[config.mk]
export PLATFORM = sky130hd
export DESIGN_NAME = dodge_top
export DESIGN_NICKNAME = d
export VERILOG_FILES = /design/src/common/dodge_cfg_pkg.sv /design/src/common/dodge_bus_pkg.sv /design/src/game/game_control.sv /design/src/game/block_field.sv /design/src/game/player_pos.sv /design/src/logic/square_painter.sv /design/src/logic/pixel_arbiter.sv /design/src/logic/dodge_top.sv
export SDC_FILE = /design/constraint.sdc
export NUM_CORES = 1
export LEC_CHECK = 0
export ABC_AREA = 1
export BUFFER_PORTS_ARGS = -buffer_cell sky130_fd_sc_hd__clkbuf_2
export CAP_MARGIN = 20
export CORE_MARGIN = 2
export CORE_UTILIZATION = 57
export DETAILED_ROUTE_END_ITERATION = 10
export GPL_ROUTABILITY_DRIVEN = 1
export PLACE_DENSITY = 0.83
export SETUP_SLACK_MARGIN = 0.4
export SYNTH_ARGS = -nofsm -noshare
export SYNTH_HDL_FRONTEND = slang
export SYNTH_SLANG_ARGS = --single-unit
export TNS_END_PERCENT = 100
[constraint.sdc]
create_clock -name clock -period 3.6 [get_ports clock]
set_input_delay 0.36 -clock clock [delete_from_list [all_inputs] [get_ports clock]]
set_output_delay 0.36 -clock clock [all_outputs]
set_load 0.02 [all_outputs]
[src/common/dodge_cfg_pkg.sv]
`default_nettype none

package dodge_cfg_pkg;

	// Playfield
	localparam int GRID_CELLS = 5;
	localparam int NUM_BLOCKS = 10;

	// Cell placement on the 160x120 screen
	localparam int CELL_PITCH = 21;
	localparam int SQUARE_SIZE = 20;
	localparam int ORIGIN_X = 27;
	localparam int ORIGIN_Y = 7;

	// Idle cycles between game steps
	localparam int STEP_CYCLES = 64;

	localparam logic [15:0] LFSR_SEED = 16'h5a3c;

	// Edge and centre indices of the grid
	localparam logic [2:0] CELL_LAST = 3'(GRID_CELLS - 1);
	localparam logic [2:0] CELL_CENTRE = 3'((GRID_CELLS - 1) / 2);

	typedef struct packed {
		logic [2:0] col;
		logic [2:0] row;
	} cell_t;

	// Travel direction, up means towards row 0
	typedef enum logic [1:0] {
		DIR_DOWN,
		DIR_LEFT,
		DIR_UP,
		DIR_RIGHT
	} dir_t;

endpackage

`default_nettype wire

[src/common/dodge_bus_pkg.sv]
`default_nettype none

package dodge_bus_pkg;

	// Pixel address is {row, column}
	localparam int PIX_X_W = 8;
	localparam int PIX_Y_W = 7;
	localparam int PIX_ADDR_W = PIX_Y_W + PIX_X_W;

	localparam int AXI_DATA_W = 32;
	localparam int RESP_W = 2;

	localparam int COLOUR_W = 3;
	localparam logic [COLOUR_W-1:0] COLOUR_BLOCK = 3'b100;
	localparam logic [COLOUR_W-1:0] COLOUR_PLAYER = 3'b010;
	localparam logic [COLOUR_W-1:0] COLOUR_ERASE = 3'b000;

	localparam logic [RESP_W-1:0] RESP_OKAY = 2'b00;

endpackage

`default_nettype wire

[src/game/game_control.sv]
`timescale 1ns/1ps
`default_nettype none

module game_control (
	input logic clock,
	input logic reset,
	input logic start,
	input logic hit,
	input logic block_done,
	input logic player_done,
	output logic advance,
	output logic game_over,
	output logic block_paint_start,
	output logic player_paint_start,
	output logic [dodge_bus_pkg::COLOUR_W-1:0] paint_colour_block,
	output logic [dodge_bus_pkg::COLOUR_W-1:0] paint_colour_player
);

	enum logic [3:0] {
		IDLE,
		WAIT,
		ERASE_BLOCKS,
		ERASE_PLAYER,
		ADVANCE,
		CHECK,
		DRAW_BLOCKS,
		DRAW_PLAYER,
		OVER
	} state;

	logic [$clog2(dodge_cfg_pkg::STEP_CYCLES)-1:0] step_cnt;

	always_ff @(posedge clock)
	begin
		if (!reset)
		begin
			state <= IDLE;
			step_cnt <= '0;
			advance <= 1'b0;
			game_over <= 1'b0;
			block_paint_start <= 1'b0;
			player_paint_start <= 1'b0;
			paint_colour_block <= dodge_bus_pkg::COLOUR_ERASE;
			paint_colour_player <= dodge_bus_pkg::COLOUR_ERASE;
		end
		else
		begin
			advance <= 1'b0;
			block_paint_start <= 1'b0;
			player_paint_start <= 1'b0;
			// Painters are idle in these states, so a restart is safe
			if (start && (state == IDLE || state == WAIT || state == OVER))
			begin
				state <= WAIT;
				step_cnt <= '0;
				game_over <= 1'b0;
			end
			else
			begin
				case (state)
					WAIT:
					begin
						if (int'(step_cnt) == dodge_cfg_pkg::STEP_CYCLES - 1)
						begin
							state <= ERASE_BLOCKS;
							block_paint_start <= 1'b1;
							paint_colour_block <= dodge_bus_pkg::COLOUR_ERASE;
						end
						else
							step_cnt <= step_cnt + 1'b1;
					end
					ERASE_BLOCKS:
					begin
						if (block_done)
						begin
							state <= ERASE_PLAYER;
							player_paint_start <= 1'b1;
							paint_colour_player <= dodge_bus_pkg::COLOUR_ERASE;
						end
					end
					ERASE_PLAYER:
					begin
						if (player_done)
						begin
							state <= ADVANCE;
							advance <= 1'b1;
						end
					end
					ADVANCE:
					begin
						state <= CHECK;
						step_cnt <= '0;
					end
					CHECK:
					begin
						// hit settles two cycles after the advance pulse
						if (step_cnt == 1)
						begin
							if (hit)
							begin
								state <= OVER;
								game_over <= 1'b1;
							end
							else
							begin
								state <= DRAW_BLOCKS;
								block_paint_start <= 1'b1;
								paint_colour_block <= dodge_bus_pkg::COLOUR_BLOCK;
							end
						end
						else
							step_cnt <= step_cnt + 1'b1;
					end
					DRAW_BLOCKS:
					begin
						if (block_done)
						begin
							state <= DRAW_PLAYER;
							player_paint_start <= 1'b1;
							paint_colour_player <= dodge_bus_pkg::COLOUR_PLAYER;
						end
					end
					DRAW_PLAYER:
					begin
						if (player_done)
						begin
							state <= WAIT;
							step_cnt <= '0;
						end
					end
					default:
						state <= state;
				endcase
			end
		end
	end

	advance_in_state: assert property (
		@(posedge clock) disable iff (!reset) advance |-> state == ADVANCE);

endmodule

`default_nettype wire

[src/game/block_field.sv]
`timescale 1ns/1ps
`default_nettype none

module block_field (
	input logic clock,
	input logic reset,
	input logic start,
	input logic advance,
	input dodge_cfg_pkg::cell_t player,
	output logic [dodge_cfg_pkg::NUM_BLOCKS-1:0] live,
	output dodge_cfg_pkg::cell_t [dodge_cfg_pkg::NUM_BLOCKS-1:0] cells,
	output logic hit
);

	dodge_cfg_pkg::dir_t [dodge_cfg_pkg::NUM_BLOCKS-1:0] dirs;
	dodge_cfg_pkg::dir_t [dodge_cfg_pkg::NUM_BLOCKS-1:0] next_dirs;
	dodge_cfg_pkg::cell_t [dodge_cfg_pkg::NUM_BLOCKS-1:0] next_cells;
	logic [dodge_cfg_pkg::NUM_BLOCKS-1:0] next_live;
	logic [dodge_cfg_pkg::NUM_BLOCKS-1:0] match;
	logic [3:0] slot;
	logic [15:0] lfsr;
	logic [2:0] lane;
	dodge_cfg_pkg::dir_t spawn_dir;
	dodge_cfg_pkg::cell_t spawn_cell;

	// Lane folded into 0..4, edge is opposite to the travel direction
	assign lane = (lfsr[4:2] > dodge_cfg_pkg::CELL_LAST) ?
		lfsr[4:2] - 3'(dodge_cfg_pkg::GRID_CELLS) : lfsr[4:2];
	assign spawn_dir = dodge_cfg_pkg::dir_t'(lfsr[1:0]);

	always_comb
	begin
		case (spawn_dir)
			dodge_cfg_pkg::DIR_DOWN: spawn_cell = '{col: lane, row: 3'd0};
			dodge_cfg_pkg::DIR_LEFT: spawn_cell = '{col: dodge_cfg_pkg::CELL_LAST, row: lane};
			dodge_cfg_pkg::DIR_UP: spawn_cell = '{col: lane, row: dodge_cfg_pkg::CELL_LAST};
			default: spawn_cell = '{col: 3'd0, row: lane};
		endcase
	end

	always_comb
	begin
		next_live = live;
		next_cells = cells;
		next_dirs = dirs;
		for (int i = 0; i < dodge_cfg_pkg::NUM_BLOCKS; i++)
		begin
			if (i == int'(slot))
			begin
				next_live[i] = 1'b1;
				next_cells[i] = spawn_cell;
				next_dirs[i] = spawn_dir;
			end
			else if (live[i])
			begin
				case (dirs[i])
					dodge_cfg_pkg::DIR_DOWN:
						if (cells[i].row == dodge_cfg_pkg::CELL_LAST)
							next_live[i] = 1'b0;
						else
							next_cells[i].row = cells[i].row + 3'd1;
					dodge_cfg_pkg::DIR_LEFT:
						if (cells[i].col == 3'd0)
							next_live[i] = 1'b0;
						else
							next_cells[i].col = cells[i].col - 3'd1;
					dodge_cfg_pkg::DIR_UP:
						if (cells[i].row == 3'd0)
							next_live[i] = 1'b0;
						else
							next_cells[i].row = cells[i].row - 3'd1;
					default:
						if (cells[i].col == dodge_cfg_pkg::CELL_LAST)
							next_live[i] = 1'b0;
						else
							next_cells[i].col = cells[i].col + 3'd1;
				endcase
			end
		end
	end

	always_comb
	begin
		for (int i = 0; i < dodge_cfg_pkg::NUM_BLOCKS; i++)
			match[i] = live[i] && (cells[i] == player);
	end

	always_ff @(posedge clock)
	begin
		if (!reset)
		begin
			live <= '0;
			slot <= '0;
			hit <= 1'b0;
			lfsr <= dodge_cfg_pkg::LFSR_SEED;
		end
		else
		begin
			// Taps 16, 14, 13, 11
			lfsr <= {lfsr[14:0], lfsr[15] ^ lfsr[13] ^ lfsr[12] ^ lfsr[10]};
			if (start)
			begin
				live <= '0;
				slot <= '0;
				hit <= 1'b0;
			end
			else
			begin
				hit <= |match;
				if (advance)
				begin
					live <= next_live;
					if (int'(slot) == dodge_cfg_pkg::NUM_BLOCKS - 1)
						slot <= '0;
					else
						slot <= slot + 1'b1;
				end
			end
		end
	end

	always_ff @(posedge clock)
	begin
		if (advance)
		begin
			cells <= next_cells;
			dirs <= next_dirs;
		end
	end

	for (genvar i = 0; i < dodge_cfg_pkg::NUM_BLOCKS; i++)
	begin : g_cell_check
		live_cell_on_grid: assert property (
			@(posedge clock) disable iff (!reset)
			live[i] |-> cells[i].col <= dodge_cfg_pkg::CELL_LAST &&
				cells[i].row <= dodge_cfg_pkg::CELL_LAST);
	end

endmodule

`default_nettype wire

[src/game/player_pos.sv]
`timescale 1ns/1ps
`default_nettype none

module player_pos (
	input logic clock,
	input logic reset,
	input logic start,
	input logic advance,
	input logic move_left,
	input logic move_right,
	input logic move_up,
	input logic move_down,
	output dodge_cfg_pkg::cell_t player
);

	logic move_pending;
	dodge_cfg_pkg::dir_t move_dir;

	always_ff @(posedge clock)
	begin
		if (!reset || start)
		begin
			player <= '{col: dodge_cfg_pkg::CELL_CENTRE, row: dodge_cfg_pkg::CELL_CENTRE};
			move_pending <= 1'b0;
			move_dir <= dodge_cfg_pkg::DIR_DOWN;
		end
		else
		begin
			if (advance && move_pending)
			begin
				move_pending <= 1'b0;
				// Clamp at the grid edge
				case (move_dir)
					dodge_cfg_pkg::DIR_DOWN:
						if (player.row != dodge_cfg_pkg::CELL_LAST)
							player.row <= player.row + 3'd1;
					dodge_cfg_pkg::DIR_LEFT:
						if (player.col != 3'd0)
							player.col <= player.col - 3'd1;
					dodge_cfg_pkg::DIR_UP:
						if (player.row != 3'd0)
							player.row <= player.row - 3'd1;
					default:
						if (player.col != dodge_cfg_pkg::CELL_LAST)
							player.col <= player.col + 3'd1;
				endcase
			end
			// A pulse in the advance cycle is kept for the next step
			if (move_left || move_right || move_up || move_down)
			begin
				move_pending <= 1'b1;
				if (move_left)
					move_dir <= dodge_cfg_pkg::DIR_LEFT;
				else if (move_right)
					move_dir <= dodge_cfg_pkg::DIR_RIGHT;
				else if (move_up)
					move_dir <= dodge_cfg_pkg::DIR_UP;
				else
					move_dir <= dodge_cfg_pkg::DIR_DOWN;
			end
		end
	end

endmodule

`default_nettype wire

[src/logic/square_painter.sv]
`timescale 1ns/1ps
`default_nettype none

module square_painter #(
	parameter int SLOTS = 1
) (
	input logic clock,
	input logic reset,
	input logic paint_start,
	input logic [dodge_bus_pkg::COLOUR_W-1:0] paint_colour,
	input dodge_cfg_pkg::cell_t [SLOTS-1:0] cells,
	input logic [SLOTS-1:0] live,
	input logic grant,
	input logic pix_ack,
	output logic req,
	output logic paint_done,
	output logic [dodge_bus_pkg::PIX_ADDR_W-1:0] pix_addr,
	output logic [dodge_bus_pkg::COLOUR_W-1:0] pix_colour
);

	logic busy;
	logic gap;
	logic [$clog2(SLOTS+1)-1:0] slot;
	logic [$clog2(dodge_cfg_pkg::SQUARE_SIZE)-1:0] xcnt;
	logic [$clog2(dodge_cfg_pkg::SQUARE_SIZE)-1:0] ycnt;
	logic [dodge_bus_pkg::PIX_X_W-1:0] px;
	logic [dodge_bus_pkg::PIX_Y_W-1:0] py;
	logic pix_step;
	logic last_x;
	logic last_pix;

	assign pix_step = grant && pix_ack;
	assign last_x = int'(xcnt) == dodge_cfg_pkg::SQUARE_SIZE - 1;
	assign last_pix = last_x && int'(ycnt) == dodge_cfg_pkg::SQUARE_SIZE - 1;

	// One idle cycle after each square lets the arbiter hand over
	assign req = busy && !gap && live[slot];

	assign px = dodge_bus_pkg::PIX_X_W'(dodge_cfg_pkg::ORIGIN_X +
		int'(cells[slot].col) * dodge_cfg_pkg::CELL_PITCH + int'(xcnt));
	assign py = dodge_bus_pkg::PIX_Y_W'(dodge_cfg_pkg::ORIGIN_Y +
		int'(cells[slot].row) * dodge_cfg_pkg::CELL_PITCH + int'(ycnt));
	assign pix_addr = {py, px};

	always_ff @(posedge clock)
	begin
		if (!reset)
		begin
			busy <= 1'b0;
			gap <= 1'b0;
			slot <= '0;
			xcnt <= '0;
			ycnt <= '0;
			paint_done <= 1'b0;
		end
		else
		begin
			paint_done <= 1'b0;
			gap <= 1'b0;
			if (!busy)
			begin
				if (paint_start)
				begin
					busy <= 1'b1;
					slot <= '0;
					xcnt <= '0;
					ycnt <= '0;
				end
			end
			else if (!gap)
			begin
				// Dead slot or finished square
				if (!live[slot] || (pix_step && last_pix))
				begin
					xcnt <= '0;
					ycnt <= '0;
					if (int'(slot) == SLOTS - 1)
					begin
						busy <= 1'b0;
						paint_done <= 1'b1;
					end
					else
					begin
						slot <= slot + 1'b1;
						gap <= live[slot];
					end
				end
				else if (pix_step)
				begin
					if (last_x)
					begin
						xcnt <= '0;
						ycnt <= ycnt + 1'b1;
					end
					else
						xcnt <= xcnt + 1'b1;
				end
			end
		end
	end

	always_ff @(posedge clock)
	begin
		if (paint_start && !busy)
			pix_colour <= paint_colour;
	end

endmodule

`default_nettype wire

[src/logic/pixel_arbiter.sv]
`timescale 1ns/1ps
`default_nettype none

module pixel_arbiter (
	input logic clock,
	input logic reset,
	input logic block_req,
	input logic [dodge_bus_pkg::PIX_ADDR_W-1:0] block_pix_addr,
	input logic [dodge_bus_pkg::COLOUR_W-1:0] block_pix_colour,
	input logic player_req,
	input logic [dodge_bus_pkg::PIX_ADDR_W-1:0] player_pix_addr,
	input logic [dodge_bus_pkg::COLOUR_W-1:0] player_pix_colour,
	output logic block_grant,
	output logic block_pix_ack,
	output logic player_grant,
	output logic player_pix_ack,
	output logic [dodge_bus_pkg::PIX_ADDR_W-1:0] awaddr,
	output logic awvalid,
	input logic awready,
	output logic [dodge_bus_pkg::AXI_DATA_W-1:0] wdata,
	output logic wvalid,
	input logic wready,
	input logic [dodge_bus_pkg::RESP_W-1:0] bresp,
	input logic bvalid,
	output logic bready
);

	enum logic [1:0] {
		W_IDLE,
		W_SEND,
		W_RESP
	} wstate;

	logic owner_req;
	logic start_write;
	logic pix_done;

	assign owner_req = (block_grant && block_req) || (player_grant && player_req);
	assign start_write = (wstate == W_IDLE) && owner_req;
	assign pix_done = bready && bvalid;
	assign block_pix_ack = block_grant && pix_done;
	assign player_pix_ack = player_grant && pix_done;

	// Grant changes only between writes, player wins ties
	always_ff @(posedge clock)
	begin
		if (!reset)
		begin
			block_grant <= 1'b0;
			player_grant <= 1'b0;
		end
		else if (wstate == W_IDLE && !owner_req)
		begin
			if (block_grant || player_grant)
			begin
				block_grant <= 1'b0;
				player_grant <= 1'b0;
			end
			else if (player_req)
				player_grant <= 1'b1;
			else if (block_req)
				block_grant <= 1'b1;
		end
	end

	always_ff @(posedge clock)
	begin
		if (!reset)
		begin
			wstate <= W_IDLE;
			awvalid <= 1'b0;
			wvalid <= 1'b0;
			bready <= 1'b0;
		end
		else
		begin
			case (wstate)
				W_IDLE:
				begin
					if (owner_req)
					begin
						awvalid <= 1'b1;
						wvalid <= 1'b1;
						wstate <= W_SEND;
					end
				end
				W_SEND:
				begin
					if (awready)
						awvalid <= 1'b0;
					if (wready)
						wvalid <= 1'b0;
					if ((awready || !awvalid) && (wready || !wvalid))
					begin
						wstate <= W_RESP;
						bready <= 1'b1;
					end
				end
				W_RESP:
				begin
					if (bvalid)
					begin
						bready <= 1'b0;
						wstate <= W_IDLE;
					end
				end
				default:
					wstate <= W_IDLE;
			endcase
		end
	end

	always_ff @(posedge clock)
	begin
		if (start_write)
		begin
			awaddr <= player_grant ? player_pix_addr : block_pix_addr;
			wdata <= dodge_bus_pkg::AXI_DATA_W'(player_grant ? player_pix_colour :
				block_pix_colour);
		end
	end

	aw_stable: assert property (
		@(posedge clock) disable iff (!reset)
		awvalid && !awready |=> awvalid && $stable(awaddr));

	w_stable: assert property (
		@(posedge clock) disable iff (!reset)
		wvalid && !wready |=> wvalid && $stable(wdata));

	resp_okay: assert property (
		@(posedge clock) disable iff (!reset)
		bvalid && bready |-> bresp == dodge_bus_pkg::RESP_OKAY);

endmodule

`default_nettype wire

[src/logic/dodge_top.sv]
`timescale 1ns/1ps
`default_nettype none

module dodge_top (
	input logic clock,
	input logic reset,
	input logic start,
	input logic move_left,
	input logic move_right,
	input logic move_up,
	input logic move_down,
	output logic game_over,
	output logic [dodge_bus_pkg::PIX_ADDR_W-1:0] awaddr,
	output logic awvalid,
	input logic awready,
	output logic [dodge_bus_pkg::AXI_DATA_W-1:0] wdata,
	output logic wvalid,
	input logic wready,
	input logic [dodge_bus_pkg::RESP_W-1:0] bresp,
	input logic bvalid,
	output logic bready
);

	logic advance;
	logic hit;
	logic block_paint_start;
	logic player_paint_start;
	logic block_done;
	logic player_done;
	logic [dodge_bus_pkg::COLOUR_W-1:0] paint_colour_block;
	logic [dodge_bus_pkg::COLOUR_W-1:0] paint_colour_player;
	dodge_cfg_pkg::cell_t player;
	logic [dodge_cfg_pkg::NUM_BLOCKS-1:0] live;
	dodge_cfg_pkg::cell_t [dodge_cfg_pkg::NUM_BLOCKS-1:0] cells;
	logic block_req;
	logic block_grant;
	logic block_pix_ack;
	logic [dodge_bus_pkg::PIX_ADDR_W-1:0] block_pix_addr;
	logic [dodge_bus_pkg::COLOUR_W-1:0] block_pix_colour;
	logic player_req;
	logic player_grant;
	logic player_pix_ack;
	logic [dodge_bus_pkg::PIX_ADDR_W-1:0] player_pix_addr;
	logic [dodge_bus_pkg::COLOUR_W-1:0] player_pix_colour;

	game_control control (
		.clock(clock), .reset(reset), .start(start), .hit(hit),
		.block_done(block_done), .player_done(player_done),
		.advance(advance), .game_over(game_over),
		.block_paint_start(block_paint_start), .player_paint_start(player_paint_start),
		.paint_colour_block(paint_colour_block), .paint_colour_player(paint_colour_player)
	);

	block_field field (
		.clock(clock), .reset(reset), .start(start), .advance(advance),
		.player(player), .live(live), .cells(cells), .hit(hit)
	);

	player_pos pos (
		.clock(clock), .reset(reset), .start(start), .advance(advance),
		.move_left(move_left), .move_right(move_right),
		.move_up(move_up), .move_down(move_down), .player(player)
	);

	square_painter #(.SLOTS(dodge_cfg_pkg::NUM_BLOCKS)) block_painter (
		.clock(clock), .reset(reset), .paint_start(block_paint_start),
		.paint_colour(paint_colour_block), .cells(cells), .live(live),
		.grant(block_grant), .pix_ack(block_pix_ack), .req(block_req),
		.paint_done(block_done), .pix_addr(block_pix_addr), .pix_colour(block_pix_colour)
	);

	// The player square is a single slot that is always live
	square_painter #(.SLOTS(1)) player_painter (
		.clock(clock), .reset(reset), .paint_start(player_paint_start),
		.paint_colour(paint_colour_player), .cells(player), .live(1'b1),
		.grant(player_grant), .pix_ack(player_pix_ack), .req(player_req),
		.paint_done(player_done), .pix_addr(player_pix_addr), .pix_colour(player_pix_colour)
	);

	pixel_arbiter arbiter (
		.clock(clock), .reset(reset),
		.block_req(block_req), .block_pix_addr(block_pix_addr),
		.block_pix_colour(block_pix_colour),
		.player_req(player_req), .player_pix_addr(player_pix_addr),
		.player_pix_colour(player_pix_colour),
		.block_grant(block_grant), .block_pix_ack(block_pix_ack),
		.player_grant(player_grant), .player_pix_ack(player_pix_ack),
		.awaddr(awaddr), .awvalid(awvalid), .awready(awready),
		.wdata(wdata), .wvalid(wvalid), .wready(wready),
		.bresp(bresp), .bvalid(bvalid), .bready(bready)
	);

endmodule

`default_nettype wire

Yosys cells after proc, flatten, opt, wreduce, memory -nomap -nowiden
Index checks and enable logic that the tools add are counted.

Muxes and demuxes: 259. $lt $le $gt $ge: 3. Reduce and logical (&&, ||, !) cells: 196. $add $sub $neg: 61. $mul: 4. Bitwise gates (word level): 13. Equality and inequality tests: 166.

Operators with widths (number): 2-to-1 mux 3 bit (51); 2-to-1 mux 6 bit (25); case mux 3 bit (2 select lines) (24); inequality test 3 x 2 -> 1 bit (second input constant) (40); 2-to-1 mux 5 bit (22); AND reduction 5 bit (21); 2-to-1 mux 1 bit (97); adder 3 x 1 -> 3 bit (second input constant) (22); subtractor 3 x 1 -> 3 bit (second input constant) (22); equality test 3 bit (second input constant) (20); equality test 6 bit (10); logical NOT 3 bit (20); 2-to-1 mux 4 bit (13); nonzero test 2 bit (21); inequality test 2 x 1 -> 1 bit (second input constant) (20); nonzero test 3 bit (12); logical AND 1 bit (32); case mux 1 bit (3 select lines) (10); case mux 4 bit (7 select lines) (1); AND reduction 4 bit (7); OR reduction 2 bit (14); AND reduction 3 bit (9); equality test 2 x 1 -> 1 bit (second input constant) (13); equality test 2 bit (second input constant) (13); 49 further kinds (163).

Output and inout bits: 51. Register bits: 231.

Longest topological paths before layout
Depth after elaboration: 8. Gate-level depth with buffers: 23.

Modules after synthesis
Synthesis repeated with hierarchy kept, for this count alone.

Cells, all modules: 1830. Area total of the unflattened synthesis: 13960.9 sq um.

Modules (own cells, without submodules): block_field (seq. area each 3022.9 sq um, instances 1, area each 6826.5 sq um, cells each 845); square_painter (block_painter) (seq. area each 430.4 sq um, instances 1, area each 2617.5 sq um, cells each 383); square_painter (player_painter) (seq. area each 330.3 sq um, instances 1, area each 1632.8 sq um, cells each 208); pixel_arbiter (seq. area each 680.7 sq um, instances 1, area each 1365.1 sq um, cells each 161); game_control (seq. area each 320.3 sq um, instances 1, area each 972.2 sq um, cells each 150); player_pos (seq. area each 180.2 sq um, instances 1, area each 543.0 sq um, cells each 82); dodge_top (seq. area each 0.0 sq um, instances 1, area each 3.8 sq um, cells each 1).

Worst setup path before layout
No wires, ideal clock.

Path type: reg-to-reg. Start: register block_painter.slot[0]. End: register arbiter.awaddr[7] (netlist name) (data pin). Clock period less this slack: 3790 ps. Arrival time: 3527 ps. Path slack: -190 ps. Setup time: 263 ps. Stages on the path, launching flop included: 21. Data required time: 3337 ps. Path buffers: 3. Cell sequence: dfxtp_1 > buf_6 > buf_2 > clkbuf_1 > o21ai_0 > nand3_1 > nand3_1 > nand2_1 > inv_1 > fa_1 > fa_1 > inv_1 > ha_1 > a21oi_1 > nor2_1 > nor2_1 > nor2_1 > a21oi_1 > nand2_1 > nand2_1 > o21ai_0.

Cells in the longest elaborated chain, start to end: 6.

Ends and longest elaborated chain: from (decl) (RTL line square_painter.sv:23) `logic [$clog2(SLOTS+1)-1:0] slot;`; from (signal assigned) (RTL line square_painter.sv:84) `slot <= slot + 1'b1;`; binary-select mux 6 bit (select 4 bit) (RTL line square_painter.sv:40) `int'(cells[slot].col) * dodge_cfg_pkg::CELL_PITCH + int'(xcnt));`; 2-to-1 mux 6 bit (not written as such) (RTL line square_painter.sv:40); multiplier 3 x 5 -> 8 bit (RTL line square_painter.sv:40); adder 6 x 8 -> 8 bit (RTL line square_painter.sv:39) `assign px = dodge_bus_pkg::PIX_X_W'(dodge_cfg_pkg::ORIGIN_X +`; adder 8 x 6 -> 8 bit (RTL line square_painter.sv:40); 2-to-1 mux 15 bit (RTL line pixel_arbiter.sv:117) `awaddr <= player_grant ? player_pix_addr : block_pix_addr;`; to (signal assigned) (RTL line pixel_arbiter.sv:117); to (decl) (RTL line pixel_arbiter.sv:17) `output logic [dodge_bus_pkg::PIX_ADDR_W-1:0] awaddr,`.

Every way passes these cells. The select of a mux whose other input is x is not followed. A chain may end at the register's enable or synchronous reset.

Worst setup path in the final report
Start: register block_painter.slot[0]. End: register arbiter.awaddr[14] (netlist name) (data pin).

Cells in the longest elaborated chain, start to end: 6.

Ends and longest elaborated chain: binary-select mux 6 bit (select 4 bit) (RTL line square_painter.sv:42) `int'(cells[slot].row) * dodge_cfg_pkg::CELL_PITCH + int'(ycnt));`; 2-to-1 mux 6 bit; multiplier 3 x 5 -> 7 bit (RTL line square_painter.sv:42); adder 4 x 7 -> 7 bit (RTL line square_painter.sv:41) `assign py = dodge_bus_pkg::PIX_Y_W'(dodge_cfg_pkg::ORIGIN_Y +`; adder 7 x 6 -> 7 bit (RTL line square_painter.sv:42); 2-to-1 mux 15 bit (RTL line pixel_arbiter.sv:117).

Every way passes these cells. The select of a mux whose other input is x is not followed.

==> flow_metrics.tcl <==
set metrics [dict create \
    outcome "finished with violations" \
    violations "setup timing" \
    holdPathEnd "pos.move_dir[1]$_SDFFE_PP0P_" \
    vias 12200 \
    synth_cell_types 57 \
    crit_fanout 5 \
    cp_data_required_time_ps 3820 \
    hold_class "primary input to flip-flop" \
    die_y_um 156 \
    slowest_delay_ps 550 \
    initial_core_util_pct 58.2 \
    hold_viol 0 \
    skew_ps 13.8 \
    r2r-start "block_painter.slot[0]$_SDFFE_PN0P_" \
    root_buffer "clkbuf_16" \
    cpMaxStageDelayCell "fa_1" \
    grt_pass1_wl_um 57400 \
    path_delay_family "adder cells" \
    clk_pin_slew_ps 90 \
    synth_top_family_by_area "simple AND/OR/NAND/NOR gates" \
    drv_slew 0 \
    antenna_found_initial 0 \
    syn_avg_cell_area_sq_um 7.84 \
    first_pass_iters 7 \
    ir_drop_mv 0.223 \
    fill_cells 1729 \
    ys_top_cells_by_area "edfxtp_1, dfxtp_1, inv_1" \
    place_area_sq_um 13900 \
    rrSetupSlack_ps -50 \
    final_common_cell "inv_1" \
    synth-adder-area-share_pct 12.3 \
    io_pins 63 \
    fmax_ghz 0.274 \
    diodes 0 \
    die_area_sq_um 24300 \
    synth-compound-area-share_pct 15.7 \
    startpoint_type "flip-flop" \
    crit_arrival_ps 3870 \
    p_per_area_nw_per_um2 329 \
    worst_slew_pin_slew_ps 966 \
    htree_num_levels 4 \
    ant_nets 0 \
    synth-simple-area-share_pct 19.7 \
    ys_ff_latch 191 \
    fin_area_sq_um 14900 \
    std_cell_rows 55 \
    gp_congestion 0.971 \
    dpl_worst_slack_ps 79.9 \
    p_leak_nw 6.31 \
    cts.sinks 191 \
    maxSlewHeadroom_pct 35.5 \
    finalPower_w 0.00489 \
    synth-edff-count 99 \
    hpwlAfterDp_um 25400 \
    yosys.area.top_type "edfxtp_1" \
    gr-usage-all-layers_pct 30.2 \
    cts-buffers-inserted 17 \
    reg2reg_depth 21 \
    cp-end-kind "flip-flop" \
    grt_overflow_total 0 \
    insertion_delay_ps 460 \
    r2r_end "arbiter.awaddr[14]$_DFFE_PP_" \
    crit_buf_inv 4 \
    ys_seq_area_share_pct 36.6 \
    synthMuxAreaShare_pct 0.152 \
    synth_area_sq_um 13200 \
    wl_per_cell_um 17.7 \
    grt_max_degree 29 \
    core_sq_um 22600 \
    async_flop_share_pct 0 \
    drt-total-wl_um 36500 \
    rsz0062_at_grt "yes" \
    setup-violations-final 1 \
    drive_gt1_share_pct 13.0 \
    hold_depth 2 \
    synth_top_area_share_pct 22.6 \
    most-common-layout-cells "inv_1, nand2_1, nor2_1" \
    final_util_pct 65.6 \
    grt_pass1_vias 11600 \
    die_w_um 156 \
    cts_tree "built" \
    synth_warnings 0 \
    synth-xor-area-share_pct 4.59 \
    postSynthCellCount 1680 \
    fin_nets 1877 \
    io_buffers 30 \
    finalCriticalPeriod_ps 3650 \
    cap_violations 0 \
    postLayoutSetupSlackWorst_ps -53.1 \
    area_growth_pct 12.8 \
    detail_route.vias_per_cell 5.91 \
    period_share_pct 101 \
    drc 0 \
    first_iter_violations 1599 \
    synthFlopType "edfxtp_1" \
    path_cells "buf_8, buf_6, a21oi_2, o21ai_1, nand3_1, nand3_2, nand2_4, inv_4, fa_1, inv_2, ha_4, ha_4, nand3_2, nand3_2, nand2_2, nand2_2, a21oi_2, xor2_1, nor2_1, nor2_1, a21oi_2" \
    crit_type "flip-flop to flip-flop" \
    clock_path_buffers 2 \
    hp-start "move_left" \
]
kinds of logic (layout without fill, tap and decap cells):
group	Yosys count	after routing
flip-flops	191	191
AO/OA/AOI/OAI	372	372
XOR/XNOR	69	69
buffers and inverters	350	416
other	1	30
AND/OR/NAND/NOR	592	592
adder cells (fa/ha/maj)	103	103
multiplexers	2	2
synthesized netlist by cell type (3+ instances only):
cell type,number
nor3_1,29
a21oi_1,113
nand2_1,254
fa_1,44
nand3_1,92
a31oi_1,9
dfxtp_1,92
clkbuf_1,25
inv_2,5
inv_1,272
o21ai_0,169
buf_4,31
ha_1,59
buf_1,3
nor4_1,6
nand2_4,7
or2_2,11
a211oi_1,3
edfxtp_1,99
o22ai_1,31
nand4_1,10
buf_2,7
nor2_1,164
nor2_2,3
o21bai_1,3
xor2_1,47
xnor2_1,22
nand3b_1,4
o211ai_1,15
o221ai_1,3
o2111ai_1,9
clkinv_1,4
layer usage:
metal	vias to the layer above	track usage (%)	share of wire, %
li1	5665	-	-
met5	-	0	0
met1	5599	37.6	38
met2	721	49.4	46
met3	183	6.47	11
met4	0	15.9	5.5
flip-flops by register name, summed over array words and instances (netlist names), 2 cells and up:
register and count:
field.dirs 20, arbiter.awaddr 15, control.step_cnt 6, control.state 4, field.lfsr 16, pos.player 6, pos.move_dir 2, field.cells 60
block_painter.slot 4, player_painter.ycnt 5, block_painter.xcnt 5, arbiter.wdata 2, player_painter.xcnt 5, block_painter.ycnt 5, field.slot 4, arbiter.wstate 2
field.live 10
how the worst max path moves through the flow:
stage	endpoint	cells after the start	slack (ps)	startpoint
finish	arbiter.awaddr[14]$_DFFE_PP_	21	-50	block_painter.slot[0]$_SDFFE_PN0P_
global route	arbiter.awaddr[14]$_DFFE_PP_	21	-160	block_painter.slot[0]$_SDFFE_PN0P_
CTS	arbiter.awaddr[7]$_DFFE_PP_	19	210	block_painter.slot[0]$_SDFFE_PN0P_
detailed placement	arbiter.awaddr[7]$_DFFE_PP_	19	80	block_painter.slot[0]$_SDFFE_PN0P_
global placement	arbiter.awaddr[7]$_DFFE_PP_	19	110	block_painter.slot[0]$_SDFFE_PN0P_
floorplan	arbiter.awaddr[7]$_DFFE_PP_	21	270	block_painter.slot[0]$_SDFFE_PN0P_
stage by stage:
step	cells	TNS, ps	hold WS [ps]
global route	2060	-238	111
floorplan	1709	0	390
finish	2060	-53.1	88.0
CTS	2052	0	92.7
global placement	2008	0	396
detailed placement	2009	0	401
worst reg2reg max path: stages, from the launching register on:
cell,delay [ps]
dfxtp_4,390
buf_8,140
buf_6,120
a21oi_2,120
o21ai_1,90
nand3_1,100
nand3_2,100
nand2_4,120
inv_4,50
fa_1,550
inv_2,60
ha_4,280
ha_4,210
nand3_2,70
nand3_2,90
nand2_2,90
nand2_2,60
a21oi_2,170
xor2_1,230
nor2_1,80
nor2_1,180
a21oi_2,90
layout make-up:
type	count	area [sq um]	area share (%)
clock buffers	18	450	3.03
clock inverters	14	160	1.08
inverters	282	1080	7.28
multi-input cells	1168	7280	49.0
flip-flops and latches	191	4820	32.5
well taps	285	357	2.40
repair buffers	102	709	4.78
power by group:
| part | total, W | internal (W) | leakage (nW) | switching, W |
|---|---|---|---|---|
| sequential | 0.00236 | 0.00232 | 1.64 | 0.0000393 |
| combinational | 0.000548 | 0.000155 | 4.37 | 0.000392 |
| clock | 0.00198 | 0.000981 | 0.300 | 0.00100 |
timing repair:
item,in CTS,in global routing
endpoints found under the hold margin,0,0
setup buffers,11,8
setup endpoints to repair,5,8
cloned,0,0
hold buffers,0,0
pin swaps,26,28
gates resized for setup,55,17
(Power assumes the default switching activity.)
